`config.mk`:
```
export PLATFORM = sky130hd
export DESIGN_NAME = oflow_cr_top
export DESIGN_NICKNAME = d
export VERILOG_FILES = /design/src/oflow_core_pkg.sv /design/src/oflow_cr_pkg.sv /design/src/oflow_score_board_if.sv /design/src/oflow_lut_ram.sv /design/src/oflow_score_board.sv /design/src/oflow_conflict_resolve_fsm.sv /design/src/oflow_conflict_resolve.sv /design/src/oflow_cr_top.sv
export VERILOG_INCLUDE_DIRS = /design/src
export SDC_FILE = /design/constraint.sdc
export NUM_CORES = 1
export LEC_CHECK = 0
export BUFFER_PORTS_ARGS = -buffer_cell sky130_fd_sc_hd__buf_4
export CORE_ASPECT_RATIO = 0.9
export CORE_MARGIN = 5
export CORE_UTILIZATION = 30
export CTS_BUF_LIST = sky130_fd_sc_hd__clkbuf_4 sky130_fd_sc_hd__clkbuf_8
export DETAILED_ROUTE_END_ITERATION = 10
export PLACE_DENSITY = 0.53
export SETUP_SLACK_MARGIN = 0.5
export SYNTH_ARGS = -nofsm -noshare
export SYNTH_HDL_FRONTEND = slang
export SYNTH_SLANG_ARGS = --single-unit
```
`constraint.sdc`:
```
create_clock -name clk -period 4.6 [get_ports clk]
set_input_delay 0.46 -clock clk [delete_from_list [all_inputs] [get_ports clk]]
set_output_delay 0.46 -clock clk [all_outputs]
set_load 0.01 [all_outputs]
```
`src/oflow_core_config.svh`:
```
/* oflow core configuration */

`ifndef OFLOW_CORE_CONFIG_SVH
`define OFLOW_CORE_CONFIG_SVH

// ----------------------------------------------------------
// data widths
// ----------------------------------------------------------
`define SCORE_LEN                  8  // match score
`define ID_LEN                     6  // track id, 64 lut entries
`define NUM_OF_BBOX_IN_FRAME_WIDTH 6  // bbox count of a frame

// ----------------------------------------------------------
// score board geometry
// ----------------------------------------------------------
`define ROW_LEN  3 // row index
`define NUM_ROWS 8 // new-frame bboxes
`define PE_LEN   1 // best match and fallback

// ----------------------------------------------------------
// conflict limit
// ----------------------------------------------------------
`define MAX_CONFLICTS_TH 16 // stop the run here
`define CONFLICT_CNT_LEN 5  // wide enough to hold the limit

`endif

```
`src/oflow_core_pkg.sv`:
```
/* oflow core types */

`default_nettype none

`include "oflow_core_config.svh"

package oflow_core_pkg;

	// scores coming from the pe array
	typedef logic [`SCORE_LEN-1:0] score_t;

	typedef logic [`ID_LEN-1:0] id_t;       // previous-frame track id
	typedef logic [`ROW_LEN-1:0] row_t;     // score board row
	typedef logic [`PE_LEN-1:0] pe_t;       // candidate slot, 0 best, 1 fallback

	// bbox totals per frame
	typedef logic [`NUM_OF_BBOX_IN_FRAME_WIDTH-1:0] bbox_cnt_t;

	// lut content, owning row on top and owning score below
	typedef logic [`ROW_LEN+`SCORE_LEN-1:0] lut_word_t;

endpackage

`default_nettype wire

```
`src/oflow_cr_pkg.sv`:
```
/* conflict resolver types */

`default_nettype none

package oflow_cr_pkg;

	// resolver states
	typedef enum logic [3:0] {
		IDLE,       // waiting for start_cr
		CLEAR,      // counters and resolved rows back to zero
		READ_ROW,   // fetch the row pointer
		WAIT_SB,    // candidate score and id, lut address out
		READ_LUT,   // lut word and flag come back
		DECIDE,     // threshold, claim, win or lose
		FIX_LOSER,  // move the row that lost its id
		NEXT_ROW,   // end of a pass
		WRITE_IDS,  // final ids into the score board
		DONE        // done_cr pulse
	} cr_state_t;

	// claimed marker, one per id
	typedef logic flag_t;

endpackage

`default_nettype wire

```
`src/oflow_score_board_if.sv`:
```
/* score board link */

`timescale 1ns/1ns
`default_nettype none

interface oflow_score_board_if
	import oflow_core_pkg::*;
();

	// read side, data comes back in the same cycle
	row_t   row_sel;
	pe_t    pe_sel;
	score_t score_to_cr;
	id_t    id_to_cr;
	pe_t    pointer_to_cr;  // pointer of row_sel

	// pointer write, one-cycle strobe
	row_t   row_to_change;
	pe_t    pe_to_change;   // slot the row is leaving
	pe_t    data_to_score_board_from_cr_pointer;
	logic   write_to_pointer;

	// final id write, same row_to_change
	id_t    data_to_score_board_from_cr_id;
	logic   write_to_id;

	logic   cr_busy;        // high while a run is in progress, blocks loads

	modport cr (
		output row_sel, pe_sel,
		output row_to_change, pe_to_change,
		output data_to_score_board_from_cr_pointer, write_to_pointer,
		output data_to_score_board_from_cr_id, write_to_id,
		output cr_busy,
		input  score_to_cr, id_to_cr, pointer_to_cr
	);

	modport sb (
		input  row_sel, pe_sel,
		input  row_to_change, pe_to_change,
		input  data_to_score_board_from_cr_pointer, write_to_pointer,
		input  data_to_score_board_from_cr_id, write_to_id,
		input  cr_busy,
		output score_to_cr, id_to_cr, pointer_to_cr
	);

endinterface

`default_nettype wire

```
`src/oflow_lut_ram.sv`:
```
/* id lut ram */

`timescale 1ns/1ns
`default_nettype none

`include "oflow_core_config.svh"

module oflow_lut_ram
	import oflow_core_pkg::*;
(
	input  logic      clk,
	input  logic      we,     // write port
	input  id_t       waddr,
	input  lut_word_t wdata,
	input  logic      re,     // read port
	input  id_t       raddr,
	output lut_word_t rdata
);

	// one word per track id
	lut_word_t mem [(1 << `ID_LEN)];

	always_ff @(posedge clk) begin
		if (we) begin
			mem[waddr] <= wdata;
		end
		if (re) begin
			rdata <= mem[raddr]; // one cycle read latency
		end
	end

endmodule

`default_nettype wire

```
`src/oflow_score_board.sv`:
```
/* score board rows */

`timescale 1ns/1ns
`default_nettype none

`include "oflow_core_config.svh"

module oflow_score_board
	import oflow_core_pkg::*;
(
	input  logic   clk,
	input  logic   reset_N,
	oflow_score_board_if.sb sb,
	input  logic   load_en,
	input  row_t   load_row,
	input  pe_t    load_pe,
	input  score_t load_score,
	input  id_t    load_id,
	input  row_t   rd_row,
	output id_t    rd_id,
	output pe_t    rd_pointer
);

	score_t cand_score [`NUM_ROWS][(1 << `PE_LEN)];
	id_t    cand_id    [`NUM_ROWS][(1 << `PE_LEN)];
	id_t    final_id   [`NUM_ROWS];
	pe_t    pointer    [`NUM_ROWS]; // slot in use per row
	logic   load_ok;

	assign load_ok = load_en && !sb.cr_busy; // no loads during a run

	// ----------------------------------------------------------
	// pointers
	// ----------------------------------------------------------
	always_ff @(posedge clk or negedge reset_N) begin
		if (!reset_N) begin
			for (int r = 0; r < `NUM_ROWS; r++) begin
				pointer[r] <= '0;
			end
		end else if (load_ok) begin
			pointer[load_row] <= '0; // fresh candidates start on the best match
		end else if (sb.write_to_pointer &&
				pointer[sb.row_to_change] == sb.pe_to_change) begin
			pointer[sb.row_to_change] <= sb.data_to_score_board_from_cr_pointer;
		end
	end

	// candidates from the loader, final ids from the resolver
	always_ff @(posedge clk) begin
		if (load_ok) begin
			cand_score[load_row][load_pe] <= load_score;
			cand_id[load_row][load_pe]    <= load_id;
		end
		if (sb.write_to_id) begin
			final_id[sb.row_to_change] <= sb.data_to_score_board_from_cr_id;
		end
	end

	// ----------------------------------------------------------
	// combinational reads
	// ----------------------------------------------------------
	assign sb.score_to_cr   = cand_score[sb.row_sel][sb.pe_sel];
	assign sb.id_to_cr      = cand_id[sb.row_sel][sb.pe_sel];
	assign sb.pointer_to_cr = pointer[sb.row_sel];

	assign rd_id      = final_id[rd_row]; // readback port
	assign rd_pointer = pointer[rd_row];

endmodule

`default_nettype wire

```
`src/oflow_conflict_resolve_fsm.sv`:
```
/* conflict resolve state machine */

`timescale 1ns/1ns
`default_nettype none

`include "oflow_core_config.svh"

module oflow_conflict_resolve_fsm
	import oflow_core_pkg::*;
	import oflow_cr_pkg::*;
(
	input  logic      clk,
	input  logic      reset_N,
	input  logic      start_cr,
	output logic      done_cr,
	input  score_t    score_th_for_new_bbox,
	input  logic      initial_counter_for_new_bbox,
	input  bbox_cnt_t total_bboxes_first_frame,
	output id_t       address_lut,
	output lut_word_t data_in_lut,
	output logic      we_lut,
	input  lut_word_t data_out_lut_for_fsm,
	input  flag_t     data_out_flag,
	output id_t       address_flag,
	output flag_t     data_in_flag,
	oflow_score_board_if.cr sb,
	output logic      conflict_counter_th
);

	cr_state_t state;
	row_t      row;         // row under test, also the write-back index
	pe_t       cur_pe;      // pointer of that row
	score_t    cur_score;
	id_t       cur_id;
	row_t      owner_row;   // from the lut, loser in FIX_LOSER
	score_t    owner_score;
	flag_t     claimed;
	id_t       new_id_cnt;  // next fresh id
	logic [`NUM_ROWS-1:0] resolved;  // rows that already got a fresh id
	logic [`CONFLICT_CNT_LEN-1:0] conflict_cnt;
	logic      changed;     // something moved during this pass

	logic last_row, limit_hit, below_th, own_row, wins;
	logic cur_on_fb, loser_on_fb, fresh_id;

	// ----------------------------------------------------------
	// decision terms
	// ----------------------------------------------------------
	assign last_row    = (row == row_t'(`NUM_ROWS-1));
	assign limit_hit   = (conflict_cnt >= `CONFLICT_CNT_LEN'(`MAX_CONFLICTS_TH));
	assign below_th    = (cur_score < score_th_for_new_bbox);
	assign own_row     = claimed && (owner_row == row);      // row already holds it
	assign wins        = claimed && !own_row && !below_th &&
		(cur_score > owner_score);                           // strictly higher only
	assign cur_on_fb   = (cur_pe == pe_t'(1));
	assign loser_on_fb = (sb.pointer_to_cr == pe_t'(1));     // valid in FIX_LOSER
	assign fresh_id    = sb.write_to_id && (state != WRITE_IDS);

	// ----------------------------------------------------------
	// score board and lut addressing
	// ----------------------------------------------------------
	assign sb.row_sel       = (state == FIX_LOSER) ? owner_row : row;
	assign sb.row_to_change = (state == FIX_LOSER) ? owner_row : row;
	assign sb.pe_sel        = (state == WRITE_IDS) ? sb.pointer_to_cr : cur_pe;
	assign sb.pe_to_change  = (state == FIX_LOSER) ? sb.pointer_to_cr : cur_pe;
	assign sb.data_to_score_board_from_cr_pointer = pe_t'(1); // only move is to the fallback
	assign sb.cr_busy       = (state != IDLE);

	assign address_lut  = (state == WAIT_SB) ? sb.id_to_cr : cur_id; // read, then write
	assign data_in_lut  = {row, cur_score};  // new owner
	assign address_flag = cur_id;
	assign data_in_flag = 1'b1;              // each lut write claims the id
	assign done_cr      = (state == DONE);

	// strobes per state
	always_comb begin
		sb.write_to_pointer = 1'b0;
		sb.write_to_id = 1'b0;
		sb.data_to_score_board_from_cr_id = new_id_cnt;
		we_lut = 1'b0;
		case (state)
			DECIDE: begin
				if (below_th) begin
					sb.write_to_id = 1'b1;           // no usable match
				end else if (!claimed || wins) begin
					we_lut = 1'b1;                   // claim or take over
				end else if (!own_row) begin
					sb.write_to_id = cur_on_fb;      // lost the fallback too
					sb.write_to_pointer = !cur_on_fb;
				end
			end
			FIX_LOSER: begin
				sb.write_to_id = loser_on_fb;
				sb.write_to_pointer = !loser_on_fb;
			end
			WRITE_IDS: begin
				sb.data_to_score_board_from_cr_id = sb.id_to_cr; // id at the pointer
				sb.write_to_id = !resolved[row];
			end
			default: begin
			end
		endcase
	end

	// ----------------------------------------------------------
	// control state
	// ----------------------------------------------------------
	always_ff @(posedge clk or negedge reset_N) begin
		if (!reset_N) begin
			state <= IDLE;
			row <= '0;
			resolved <= '0;
			changed <= 1'b0;
			conflict_cnt <= '0;
			new_id_cnt <= '0;
			conflict_counter_th <= 1'b0;
		end else begin
			if (initial_counter_for_new_bbox) begin
				new_id_cnt <= id_t'(total_bboxes_first_frame);
			end else if (fresh_id) begin
				new_id_cnt <= new_id_cnt + 1'b1;
			end
			if (fresh_id) begin
				resolved[sb.row_to_change] <= 1'b1;
			end

			case (state)
				IDLE: begin
					if (start_cr) state <= CLEAR;
				end
				CLEAR: begin
					row <= '0;
					resolved <= '0;
					changed <= 1'b0;
					conflict_cnt <= '0;
					conflict_counter_th <= 1'b0;
					state <= READ_ROW;
				end
				READ_ROW: begin
					if (limit_hit) begin
						conflict_counter_th <= 1'b1;
						row <= '0;
						state <= WRITE_IDS;
					end else if (resolved[row]) begin
						row <= row + 1'b1;           // nothing left to do here
						state <= last_row ? NEXT_ROW : READ_ROW;
					end else begin
						state <= WAIT_SB;
					end
				end
				WAIT_SB:  state <= READ_LUT;
				READ_LUT: state <= DECIDE;
				DECIDE: begin
					if (below_th || !claimed) begin
						changed <= 1'b1;
					end else if (!own_row) begin
						changed <= 1'b1;
						conflict_cnt <= conflict_cnt + 1'b1;
					end
					if (wins) begin
						state <= FIX_LOSER;
					end else begin
						row <= row + 1'b1;
						state <= last_row ? NEXT_ROW : READ_ROW;
					end
				end
				FIX_LOSER: begin
					row <= row + 1'b1;
					state <= last_row ? NEXT_ROW : READ_ROW;
				end
				NEXT_ROW: begin
					row <= '0;
					changed <= 1'b0;
					if (limit_hit) begin
						conflict_counter_th <= 1'b1;
						state <= WRITE_IDS;
					end else begin
						state <= changed ? READ_ROW : WRITE_IDS; // quiet pass ends it
					end
				end
				WRITE_IDS: begin
					row <= row + 1'b1;
					if (last_row) state <= DONE;
				end
				DONE:    state <= IDLE;
				default: state <= IDLE;
			endcase
		end
	end

	// captured candidate and lut word
	always_ff @(posedge clk) begin
		case (state)
			READ_ROW: cur_pe <= sb.pointer_to_cr;
			WAIT_SB: begin
				cur_score <= sb.score_to_cr;
				cur_id <= sb.id_to_cr;
			end
			READ_LUT: begin
				owner_row <= data_out_lut_for_fsm[`ROW_LEN+`SCORE_LEN-1:`SCORE_LEN];
				owner_score <= data_out_lut_for_fsm[`SCORE_LEN-1:0];
				claimed <= data_out_flag;
			end
			default: begin
			end
		endcase
	end

endmodule

`default_nettype wire

```
`src/oflow_conflict_resolve.sv`:
```
/* conflict resolver */

`timescale 1ns/1ns
`default_nettype none

`include "oflow_core_config.svh"

module oflow_conflict_resolve
	import oflow_core_pkg::*;
	import oflow_cr_pkg::*;
(
	input  logic      clk,
	input  logic      reset_N,
	input  logic      start_cr,
	output logic      done_cr,
	input  score_t    score_th_for_new_bbox,
	input  logic      initial_counter_for_new_bbox,
	input  bbox_cnt_t total_bboxes_first_frame,
	oflow_score_board_if.cr sb,
	output logic      conflict_counter_th
);

	// lut side
	id_t       address_lut;
	lut_word_t data_in_lut;
	lut_word_t data_out_lut_for_fsm;
	logic      we_lut;

	// flag side
	id_t       address_flag;
	flag_t     data_in_flag;
	flag_t     data_out_flag;
	flag_t     flag_reg [(1 << `ID_LEN)];

	assign data_out_flag = flag_reg[address_flag]; // no read latency

	// ----------------------------------------------------------
	// claimed flags, wiped at each accepted start
	// ----------------------------------------------------------
	always_ff @(posedge clk or negedge reset_N) begin
		if (!reset_N) begin
			for (int i = 0; i < (1 << `ID_LEN); i++) begin
				flag_reg[i] <= '0;
			end
		end else if (start_cr && !sb.cr_busy) begin
			for (int i = 0; i < (1 << `ID_LEN); i++) begin
				flag_reg[i] <= '0;
			end
		end else if (we_lut) begin
			flag_reg[address_flag] <= data_in_flag; // follows every lut write
		end
	end

	oflow_conflict_resolve_fsm u_fsm (
		.clk                          (clk),
		.reset_N                      (reset_N),
		.start_cr                     (start_cr),
		.done_cr                      (done_cr),
		.score_th_for_new_bbox        (score_th_for_new_bbox),
		.initial_counter_for_new_bbox (initial_counter_for_new_bbox),
		.total_bboxes_first_frame     (total_bboxes_first_frame),
		.address_lut                  (address_lut),
		.data_in_lut                  (data_in_lut),
		.we_lut                       (we_lut),
		.data_out_lut_for_fsm         (data_out_lut_for_fsm),
		.data_out_flag                (data_out_flag),
		.address_flag                 (address_flag),
		.data_in_flag                 (data_in_flag),
		.sb                           (sb),
		.conflict_counter_th          (conflict_counter_th)
	);

	// same address on both ports, read only when not writing
	oflow_lut_ram u_lut (
		.clk   (clk),
		.we    (we_lut),
		.waddr (address_lut),
		.wdata (data_in_lut),
		.re    (~we_lut),
		.raddr (address_lut),
		.rdata (data_out_lut_for_fsm)
	);

endmodule

`default_nettype wire

```
`src/oflow_cr_top.sv`:
```
/* conflict resolve top */

`timescale 1ns/1ns
`default_nettype none

module oflow_cr_top
	import oflow_core_pkg::*;
(
	input  logic      clk,
	input  logic      reset_N,
	// candidate loader
	input  logic      load_en,
	input  row_t      load_row,
	input  pe_t       load_pe,
	input  score_t    load_score,
	input  id_t       load_id,
	// run control
	input  logic      start_cr,
	input  score_t    score_th_for_new_bbox,
	input  logic      initial_counter_for_new_bbox,
	input  bbox_cnt_t total_bboxes_first_frame,
	output logic      done_cr,
	output logic      conflict_counter_th,
	// readback
	input  row_t      rd_row,
	output id_t       rd_id,
	output pe_t       rd_pointer
);

	oflow_score_board_if sb_if ();

	oflow_score_board u_score_board (
		.clk        (clk),
		.reset_N    (reset_N),
		.sb         (sb_if.sb),
		.load_en    (load_en),
		.load_row   (load_row),
		.load_pe    (load_pe),
		.load_score (load_score),
		.load_id    (load_id),
		.rd_row     (rd_row),
		.rd_id      (rd_id),
		.rd_pointer (rd_pointer)
	);

	oflow_conflict_resolve u_cr (
		.clk                          (clk),
		.reset_N                      (reset_N),
		.start_cr                     (start_cr),
		.done_cr                      (done_cr),
		.score_th_for_new_bbox        (score_th_for_new_bbox),
		.initial_counter_for_new_bbox (initial_counter_for_new_bbox),
		.total_bboxes_first_frame     (total_bboxes_first_frame),
		.sb                           (sb_if.cr),
		.conflict_counter_th          (conflict_counter_th)
	);

endmodule

`default_nettype wire

```
* Yosys cells after proc, flatten, opt, wreduce, memory -nomap -nowiden
Memories as Yosys holds them, arrays and structs flattened. A register that Yosys moved wholly into a read port is not among the register bits.
Index checks and enable logic that the tools add are counted.
** Cells by class
- Add/sub/neg operators :: 3
- Order comparisons :: 16
- Equal/unequal tests :: 21
- Mux-type cells :: 81
- Bitwise logic cells :: 11
- Reduce and logical (&&, ||, !) cells :: 41
** Operators by type and width (number)
- $mux 64 :: 2
- $mux 8 :: 8
- $or 64x64->64 :: 1
- $mux 6 :: 8
- $pmux 4 s9 :: 1
- $mux 1 :: 30
- $mux 3 :: 7
- $mux 4 :: 5
- $eq 4x3->1 const B :: 4
- $mux 16 :: 1
- $or 8x8->8 :: 2
- $reduce_bool 2->1 :: 7
- $logic_and 1x1->1 :: 13
- $ge 4x4->1 const B :: 3
- $mux 12 :: 1
- $not 3->4 :: 3
- $pmux 3 s4 :: 1
- $mux 5 :: 2
- $ne 2x2->1 const B :: 5
- $pmux 5 s2 :: 1
- $bmux 1 s3 :: 3
- $demux 1 s3 :: 3
- $and 8x8->8 :: 1
- $demux 8 s1 :: 1
- 37 further kinds :: 60
** Word-level totals
- Register bits :: 127
- Memory bits (writable) :: 976
- Input bits :: 40
- Output and inout bits :: 9
- Logic and storage cells :: 262
- Memories :: 4
** Memories
- u_cr.u_lut.mem :: words 64, bits a word 11, read ports 1, clocked after Yosys merged registers in 1, wr ports 1, line oflow_lut_ram.sv:21 : lut_word_t mem [(1 << `ID_LEN)];
- u_score_board.cand_score :: words 8, bits a word 16, read ports 1, clocked after Yosys merged registers in 0, wr ports 1, line oflow_score_board.sv:24 : score_t cand_score [`NUM_ROWS][(1 << `PE_LEN)];
- u_score_board.cand_id :: words 8, bits a word 12, read ports 1, clocked after Yosys merged registers in 0, wr ports 1, line oflow_score_board.sv:25 : id_t cand_id [`NUM_ROWS][(1 << `PE_LEN)];
- u_score_board.final_id :: words 8, bits a word 6, read ports 1, clocked after Yosys merged registers in 0, wr ports 1, line oflow_score_board.sv:26 : id_t final_id [`NUM_ROWS];

* Logic depth before layout (Yosys ltp)
Gate-level depths: netlist (run 1).
- Word-level depth :: 13
- Gate-level depth with buffers :: 20

* By module
From an unflattened synthesis (run 1), not the netlist that was laid out.
** Unflattened totals
- Cell total of the unflattened synthesis :: 2541
- Area total of the unflattened synthesis :: 45783.9 um2
** By module, submodules not included
- oflow_lut_ram :: times used 1, cells an instance 1279, area each 27596.5 um2
- oflow_score_board :: times used 1, cells an instance 497, area each 11158.2 um2
- oflow_conflict_resolve :: times used 1, cells an instance 398, area each 3577.2 um2
- oflow_conflict_resolve_fsm :: times used 1, cells an instance 367, area each 3452.1 um2

* Least setup slack after synthesis (run 1)
No wires, ideal clock.
- Path kind :: register to register
- From :: reg u_cr.u_fsm.row[2]
- To :: mem u_cr.u_lut.mem[28][0] in the netlist's numbering, enable pin
- Setup time :: 0.380 ns
- Data arrival time :: 4.640 ns
- Required time :: 4.220 ns
- Slack :: -0.420 ns
- Cell stages (with the launch flop) :: 17
- Path buffers :: 8
- Period minus slack after synthesis :: 5.020 ns
- Cells stage by stage :: dfrtp_1 -> buf_2 -> buf_2 -> buf_2 -> clkbuf_1 -> nor3b_1 -> mux2i_1 -> o2111a_1 -> a22oi_1 -> o21ai_2 -> nor2_2 -> buf_2 -> buf_2 -> buf_2 -> clkbuf_1 -> nand3_1 -> nor2_1
** Between the ends
- Word-level cells in the longest chain between the ends :: 12
** Ends and longest elaborated chain
- start: declaration :: line oflow_conflict_resolve_fsm.sv:31 : row_t row;
- start signal: assignment :: line oflow_conflict_resolve_fsm.sv:145 : row <= row + 1'b1;
- start signal: assignment :: line oflow_conflict_resolve_fsm.sv:163 : row <= row + 1'b1;
- start signal: assignment :: line oflow_conflict_resolve_fsm.sv:168 : row <= row + 1'b1;
- branches (longest 12 deep; another with $mux 6)
- end: declaration :: line oflow_lut_ram.sv:21
Several ways; the timed one is not identified. The select of a mux whose other input is x is not followed.

* Worst setup path after layout (run 1)
- From :: reg u_cr.u_fsm.row[2]
- To :: reg u_cr.u_lut.rdata[8] (read register of u_cr.u_lut.mem) (data pin)
** Between the ends
- Word-level cells in the longest chain between the ends :: 11
** Ends and longest elaborated chain
- $mux 3 or $eq 3x3->1 (tied branches) :: line oflow_conflict_resolve_fsm.sv:62, oflow_conflict_resolve_fsm.sv:52
- $not 3->4 (implied by the code) or $logic_and 1x1->1 (tied branches) :: line oflow_score_board.sv:64, oflow_conflict_resolve_fsm.sv:52
- $bmux 1 s3 or $logic_not 1->1 (tied branches)
- $mux 1 (implied by the code) or $logic_and 1x1->1 (tied branches) (2 in series) :: line oflow_score_board.sv:64, oflow_conflict_resolve_fsm.sv:53
- $mux 1 or $logic_and 1x1->1 (tied branches) :: line oflow_conflict_resolve_fsm.sv:64, oflow_conflict_resolve_fsm.sv:53
- $not 1->2 (implied by the code) or $logic_or 1x1->1 (tied branches) :: line oflow_score_board.sv:63, oflow_conflict_resolve_fsm.sv:85
- $mux 6 (implied by the code) or $mux 1 (tied branches) :: line oflow_score_board.sv:63, oflow_conflict_resolve_fsm.sv:85
- $mux 6 (implied by the code) or $mux 1 (tied branches) :: line oflow_score_board.sv:63, oflow_conflict_resolve_fsm.sv:83
- $mux 6 (implied by the code) or $mux 1 (tied branches) :: line oflow_score_board.sv:63, oflow_conflict_resolve_fsm.sv:81
- $mux 6 or $logic_not 1->1 (tied branches)
- end: declaration :: line oflow_lut_ram.sv:17 : output lut_word_t rdata
Parallel ways exist; a longest one is shown, timed or not. The select of a mux whose other input is x is not followed.
A chain may end at the register's enable or synchronous reset.

==> flow_summary.ini, run 1 <==
[outcome]
outcome = complete, no violations

[synthesis]
synth_xor_area_frac = 0.00189
ys_seq_elements = 1114
synth_compound_area_frac = 0.0930
yosys.area_share.simple = 0.112
netlist.area_leader.share = 0.654
syn_inst = 3330
ys_types = 89
synth-edff-count = 1008
synthArstFlopShare = 0.0898
synth_top_family_by_area = simple AND/OR/NAND/NOR gates
synth_area_leaders = edfxtp_1 65%, dfrtp_1 5.4%, nand2_1 4.5%, mux2i_1 3.7%, nor2_1 1.7%
synth_warnings = 0
synthesis.nets = 3390
ys.flop_type = edfxtp_1
netlist_top_cells_count = 1008 x edfxtp_1, 560 x nand2_1, 207 x nor2_1
synthMostInstantiatedCell = edfxtp_1
syn_area_mm2 = 0.0463
synth_fa_ha_area_frac = 0.00563
yosysSeqAreaShare = 0.711
yosysTopAreaCell = edfxtp_1
syn_avg_cell_area_um2 = 13.9
yosys-mux-area-fraction = 0.0512

[detailed_routing]
drc = 0
firstDrtPassIters = 6
totalWireLength_mm = 143
vias = 30600
drtIter0Drc = 3211
avgViaCountPerCell = 5.18
ant_nets = 0
drt-wirelength-per-cell_um = 24.2

[critical_path]
crit_buf_inv = 5
start_kind = flip-flop
crit_fanout = 16
r2r_end = u_cr.u_lut.rdata[8]
path_depth = 15
rrSetupSlack_ns = 0.36
worstPathCellList = buf_4 > or3b_2 > a211oi_2 > or4_4 > a2111oi_4 > buf_4 > nor2_4 > inv_4 > buf_4 > buf_4 > nand2_1 > and3_1 > a311oi_1 > or4_1 > or4_1
cpPeakStageDelay_ns = 0.48
arrival_ns = 4.90
worst_path_max_delay_cell = dfrtp_4
worstSetupPathType = flip-flop to flip-flop
endpoint_kind = flip-flop
crit_path_frequent_cell = buf_4
crit_required_ns = 5.26
rr_worst_depth = 15
worstReg2RegStart = u_cr.u_fsm.row[2]
critical_path.top_delay_family = simple AND/OR/NAND/NOR gates

[timing]
slew_violations = 0
final_hold_viol_count = 0
timing.hold.ws_ns = 0.109
finalWorstSetupSlack_ns = 0.355
clock.fmax_mhz = 236
rsz0062_at_grt = yes
relSlewSlack = 0.252
post-route-period-util = 0.923
min_period_ns = 4.24
setup-violations-final = 0
clock_skew_ns = 0.0638
tightest_slew_ns = 1.12

[clocking]
cts_made_buffers = 178
ctsLongestPathBuffers = 3
path_clk_slew_ns = 0.07
h-tree-depth = 4
clock_latency_ns = 0.92
clock_sinks = 1114
cts_root_buf = clkbuf_8
cts_tree = built

[global_route]
grt_max_degree = 73
antenna_found_initial = 5
gr-usage-all-layers = 0.170
grt_pass1_vias = 29500
grt_pass1_wl_mm = 206
overflow = 0

[floorplanning]
die_width_um = 424
die_area_mm2 = 0.162
io_pins = 49
die_y_um = 383
rows = 136
initial_core_util = 0.302
core-area_mm2 = 0.153

[run]
drv_cap = 0

[layout]
largest_reg_flops = 704
fillers = 14500
design_area_mm2 = 0.0565
largestRegisters = u_cr.u_lut.mem x704, u_score_board.cand_score x128, u_score_board.cand_id x96
drive_gt1_frac = 0.229
syn_to_final_growth_pct = 22.0
largest-register = u_cr.u_lut.mem
fin_nets = 3817
post-route-util = 0.369

[place]
dp_hpwl_mm = 88.4
dp_slack_ns = -0.304
placed_cell_area_mm2 = 0.0511
gp_congestion = 0.893
portBuffers = 48

[pwr]
p_per_area_mw_per_mm2 = 640
power.leakage_nw = 20.2
peakVddDrop_mv = 0.370
power_w = 0.0362

[min_path]
hold_path.startpoint = load_en
hold_end = u_score_board.pointer[5]
min_delay_path_depth = 6
hp-class = primary input to flip-flop
-- kinds of logic after synthesis --
kind of cell / Yosys count
and+or+nand+nor: 1132
buffers and inverters: 257
DFF: 1114
xor gates and xnor gates: 10
muxes: 213
AOI/OAI and AO/OA: 583
adders and majority gates: 21
-- what timing repair did --
action | in CTS | in global routing
hold buffers | 35 | 0
hold endpoints to repair | 315 | 0
buffers inserted | 34 | 28
gates cloned | 1 | 6
resized for setup | 105 | 59
pin swaps | 22 | 36
endpoints found under the setup margin | 366 | 318
-- per-layer routing --
layer / vias up / share of wire / global-route usage / wire length (um)
met3: 204 / 0.074 / 0.0335 / 10500
met4: 0 / 0.025 / 0.0526 / 3560
met5: - / 0 / 0 / 0
met2: 1217 / 0.45 / 0.258 / 63800
met1: 15500 / 0.45 / 0.247 / 64800
li1: 13600 / - / - / -
-- power breakdown --
group	switching, W	internal (W)
Sequential	0.000374	0.0121
Clock	0.00402	0.00438
Combinational	0.00975	0.00554
Total	0.0141	0.0220
-- cell type report --
type / count / area (um2) / area share
antenna: 5 / 12.5 / 0.000222
clock buffer: 243 / 2940 / 0.0520
timing repair inverter: 1 / 6.26 / 0.000111
sequential: 1114 / 32900 / 0.583
inverter: 41 / 169 / 0.00299
timing repair buffer: 461 / 4260 / 0.0755
clock inverter: 79 / 508 / 0.00900
multi-input combinational: 1960 / 13200 / 0.233
tap: 2001 / 2500 / 0.0443
-- stage by stage --
stage,TNS (ns),cells
after global routing,0,5905
after detailed placement,-0.777,5474
final,0,5905
after CTS,0,5866
after global placement,-0.672,5474
after floorplan,0,3330
-- worst register-to-register path, cell delays in order, from the launching register on --
cell and delay (ns):
dfrtp_4 0.48, buf_4 0.17, or3b_2 0.48, a211oi_2 0.19, or4_4 0.18, a2111oi_4 0.04, buf_4 0.16, nor2_4 0.42
inv_4 0.16, buf_4 0.20, buf_4 0.20, nand2_1 0.13, and3_1 0.18, a311oi_1 0.07, or4_1 0.48, or4_1 0.47
-- layout by cell type (no fill, tap or decap), drive strengths merged, types with 75 or more instances in the layout --
master  instances
nand3          75
buf           421
dfrtp         100
nand2         560
nor2          211
edfxtp       1008
clkbuf        248
mux2i         171
and3           83
a21oi         152
-- how the worst max path moves through the flow --
stage / start / slack (ns) / to
3_5_place_dp: u_cr.u_fsm.state[0] / -0.30 / u_cr.u_lut.rdata[3]
3_3_place_gp: u_cr.u_fsm.state[3] / -0.30 / u_cr.u_lut.rdata[3]
4_1_cts: u_cr.u_fsm.state[3] / 0.37 / u_cr.u_lut.rdata[8]
2_1_floorplan: u_cr.u_fsm.row[1] / 0.25 / u_cr.u_lut.mem[55][0]
6_report: u_cr.u_fsm.row[2] / 0.36 / u_cr.u_lut.rdata[8]
5_1_grt: u_cr.u_fsm.state[3] / 0.24 / u_cr.u_lut.rdata[8]
Power figures use the tool's default switching activity.
==> inputs of run 2 (changes only) <==
==> constraint.sdc (replaced) <==
create_clock -name clk -period 3.9 [get_ports clk]
set_input_delay 0.39 -clock clk [delete_from_list [all_inputs] [get_ports clk]]
set_output_delay 0.39 -clock clk [all_outputs]
set_load 0.01 [all_outputs]
==> flow_summary.ini, run 2 (synthesis gave the netlist of run 1 again) <==
[critical_path]
start_kind = flip-flop
worst_path_max_delay_cell = a2111oi_0
arrival_ns = 4.96
endpoint_kind = flip-flop
crit_fanout = 39
crit_start = u_cr.u_fsm.state[3]
rrSetupSlack_ns = -0.44
crit_required_ns = 4.52
worstSetupPathType = flip-flop to flip-flop
cpPeakStageDelay_ns = 0.47
worstReg2RegStart = u_cr.u_fsm.state[3]
critical_path.top_delay_family = compound AO/OA/AOI/OAI gates
crit_buf_inv = 5
worstPathCellList = nand4bb_4 > mux2i_1 > buf_4 > o211ai_1 > o31ai_2 > nor2_4 > buf_12 > inv_8 > buf_4 > buf_12 > and2_1 > a2111oi_0 > a311oi_1 > and4b_1 > a41o_1 > nand3_1

[place]
dp_hpwl_mm = 92.6
dp_cells = 5668
portBuffers = 48
gp_congestion = 0.887

[detailed_routing]
drt-wirelength-per-cell_um = 24.0
ant_nets = 0
vias = 31600
avgViaCountPerCell = 5.16
firstDrtPassIters = 7
totalWireLength_mm = 147
drc = 0
drtIter0Drc = 3149

[global_route]
grt_pass1_wl_mm = 213
grt-busiest-layer = met2
antenna_found_initial = 3
overflow = 0
grt_util_met3 = 0.0355
grt_util_met2 = 0.267
grt_max_degree = 70
groute.layer.met1.usage = 0.256
grt_pass1_vias = 30600
gr-usage-all-layers = 0.176

[layout]
stdcell_count = 6113
fin_nets = 4022
largestRegisters = u_cr.u_lut.mem x704, u_score_board.cand_score x128, u_score_board.cand_id x96
multiInputGateArea_mm2 = 0.0136
layout_common_cells = 1008 x edfxtp_1, 556 x nand2_1, 438 x buf_4
largest_reg_flops = 704
drive_gt1_frac = 0.284
final_common_cell = edfxtp_1
post-route-util = 0.391
fillers = 14200
register_area_mm2 = 0.0329
syn_to_final_growth_pct = 29.3
largest-register = u_cr.u_lut.mem

[clocking]
cts_made_buffers = 185
cts_tree = built
path_clk_slew_ns = 0.07
h-tree-depth = 4
ctsLongestPathBuffers = 3
clock_latency_ns = 0.92
clock_sinks = 1114
cts_root_buf = clkbuf_8

[timing]
rsz0062_at_grt = yes
setup-violations-final = 139
final_hold_viol_count = 0
finalSetupTns_ns = -17.60
clock_skew_ns = 0.0588
clock.fmax_mhz = 231
min_period_ns = 4.34
relSlewSlack = 0.173
post-route-period-util = 1.11
tightest_slew_ns = 1.23
finalWorstSetupSlack_ns = -0.438
slew_violations = 0

[pwr]
p_per_area_mw_per_mm2 = 762
power.leakage_nw = 21.7
peakVddDrop_mv = 0.440

[floorplanning]
die_area_mm2 = 0.162
die_y_um = 383
die_width_um = 424
io_pins = 49
core-area_mm2 = 0.153
rows = 136
initial_core_util = 0.302

[outcome]
outcome = finished with violations
violations = negative setup slack

[min_path]
hp-class = primary input to async pin

[run]
drv_cap = 0
==> run 2: cell count changes in the layout (fill, tap and decap cells not counted), sizes merged <==
cell	before	now
bufinv	4	10
bufbuf	0	1
inv	52	51
diode	5	2
clkbuf	248	243
nor2	211	210
dlygate4sd3	35	36
clkinv	59	72
buf	421	618
==> run 2: layout make-up <==
type,count,share of cell area
Sequential cell,1114,0.550
Clock buffer,237,0.0493
Clock inverter,98,0.0136
Timing Repair Buffer,661,0.114
Inverter,41,0.00287
Antenna cell,2,0.0000837
Tap cell,2001,0.0419
Multi-Input combinational cell,1959,0.228
==> run 2: path summary, 6_finish.rpt <==
kind                                          endpoint  cells past startpoint
max                                u_cr.u_lut.rdata[5]                     16
min in group clk           u_score_board.cand_id[2][6]                      3
min reg2reg                          u_cr.flag_reg[35]                      1
min                           u_score_board.pointer[0]                      2
max in group asynchronous             u_cr.flag_reg[9]                      3
max reg2reg                        u_cr.u_lut.rdata[5]                     16
==> run 2: metal layers <==
metal  part of all wire  vias up  wire length (um)
li1                   -    14000                 -
met1               0.45    16000             66600
met2               0.45     1332             65300
met3              0.073      228             10700
met4              0.026        2              3880
met5            0.00012        -                18
==> run 2: timing repair <==
| action | in CTS | in global routing |
|---|---|---|
| gates resized for setup | 186 | 108 |
| setup buffers | 30 | 28 |
| hold buffers | 36 | 0 |
| cloned | 8 | 6 |
| setup endpoints to repair | 805 | 905 |
| endpoints found under the hold margin | 306 | 0 |
| pin swaps | 47 | 34 |
==> run 2: worst reg2reg max path: stages (launching register included) <==
cell and delay [ns]:
dfrtp_1 0.40, nand4bb_4 0.33, mux2i_1 0.25, buf_4 0.20, o211ai_1 0.44, o31ai_2 0.18
nor2_4 0.19, buf_12 0.17, inv_8 0.05, buf_4 0.19, buf_12 0.20, and2_1 0.18
a2111oi_0 0.47, a311oi_1 0.17, and4b_1 0.33, a41o_1 0.21, nand3_1 0.08
==> run 2: power breakdown <==
group / switching (W) / total (W) / internal (W)
clock network: 0.00492 / 0.0106 / 0.00568
registers: 0.000392 / 0.0147 / 0.0143
logic: 0.0122 / 0.0203 / 0.00809
==> run 2: stage by stage <==
stage | instance area [um2] | worst slack (ns) | hold WS (ns) | power [W]
CTS | 59000 | -0.393 | 0.0207 | 0.0449
finish | 59800 | -0.438 | 0.125 | 0.0456
global placement | 53600 | -1.17 | 0.476 | 0.0327
detailed placement | 53600 | -1.18 | 0.484 | 0.0328
global route | 59800 | -0.545 | 0.0758 | 0.0475
floorplan | 47100 | -0.112 | 0.0944 | 0.0242
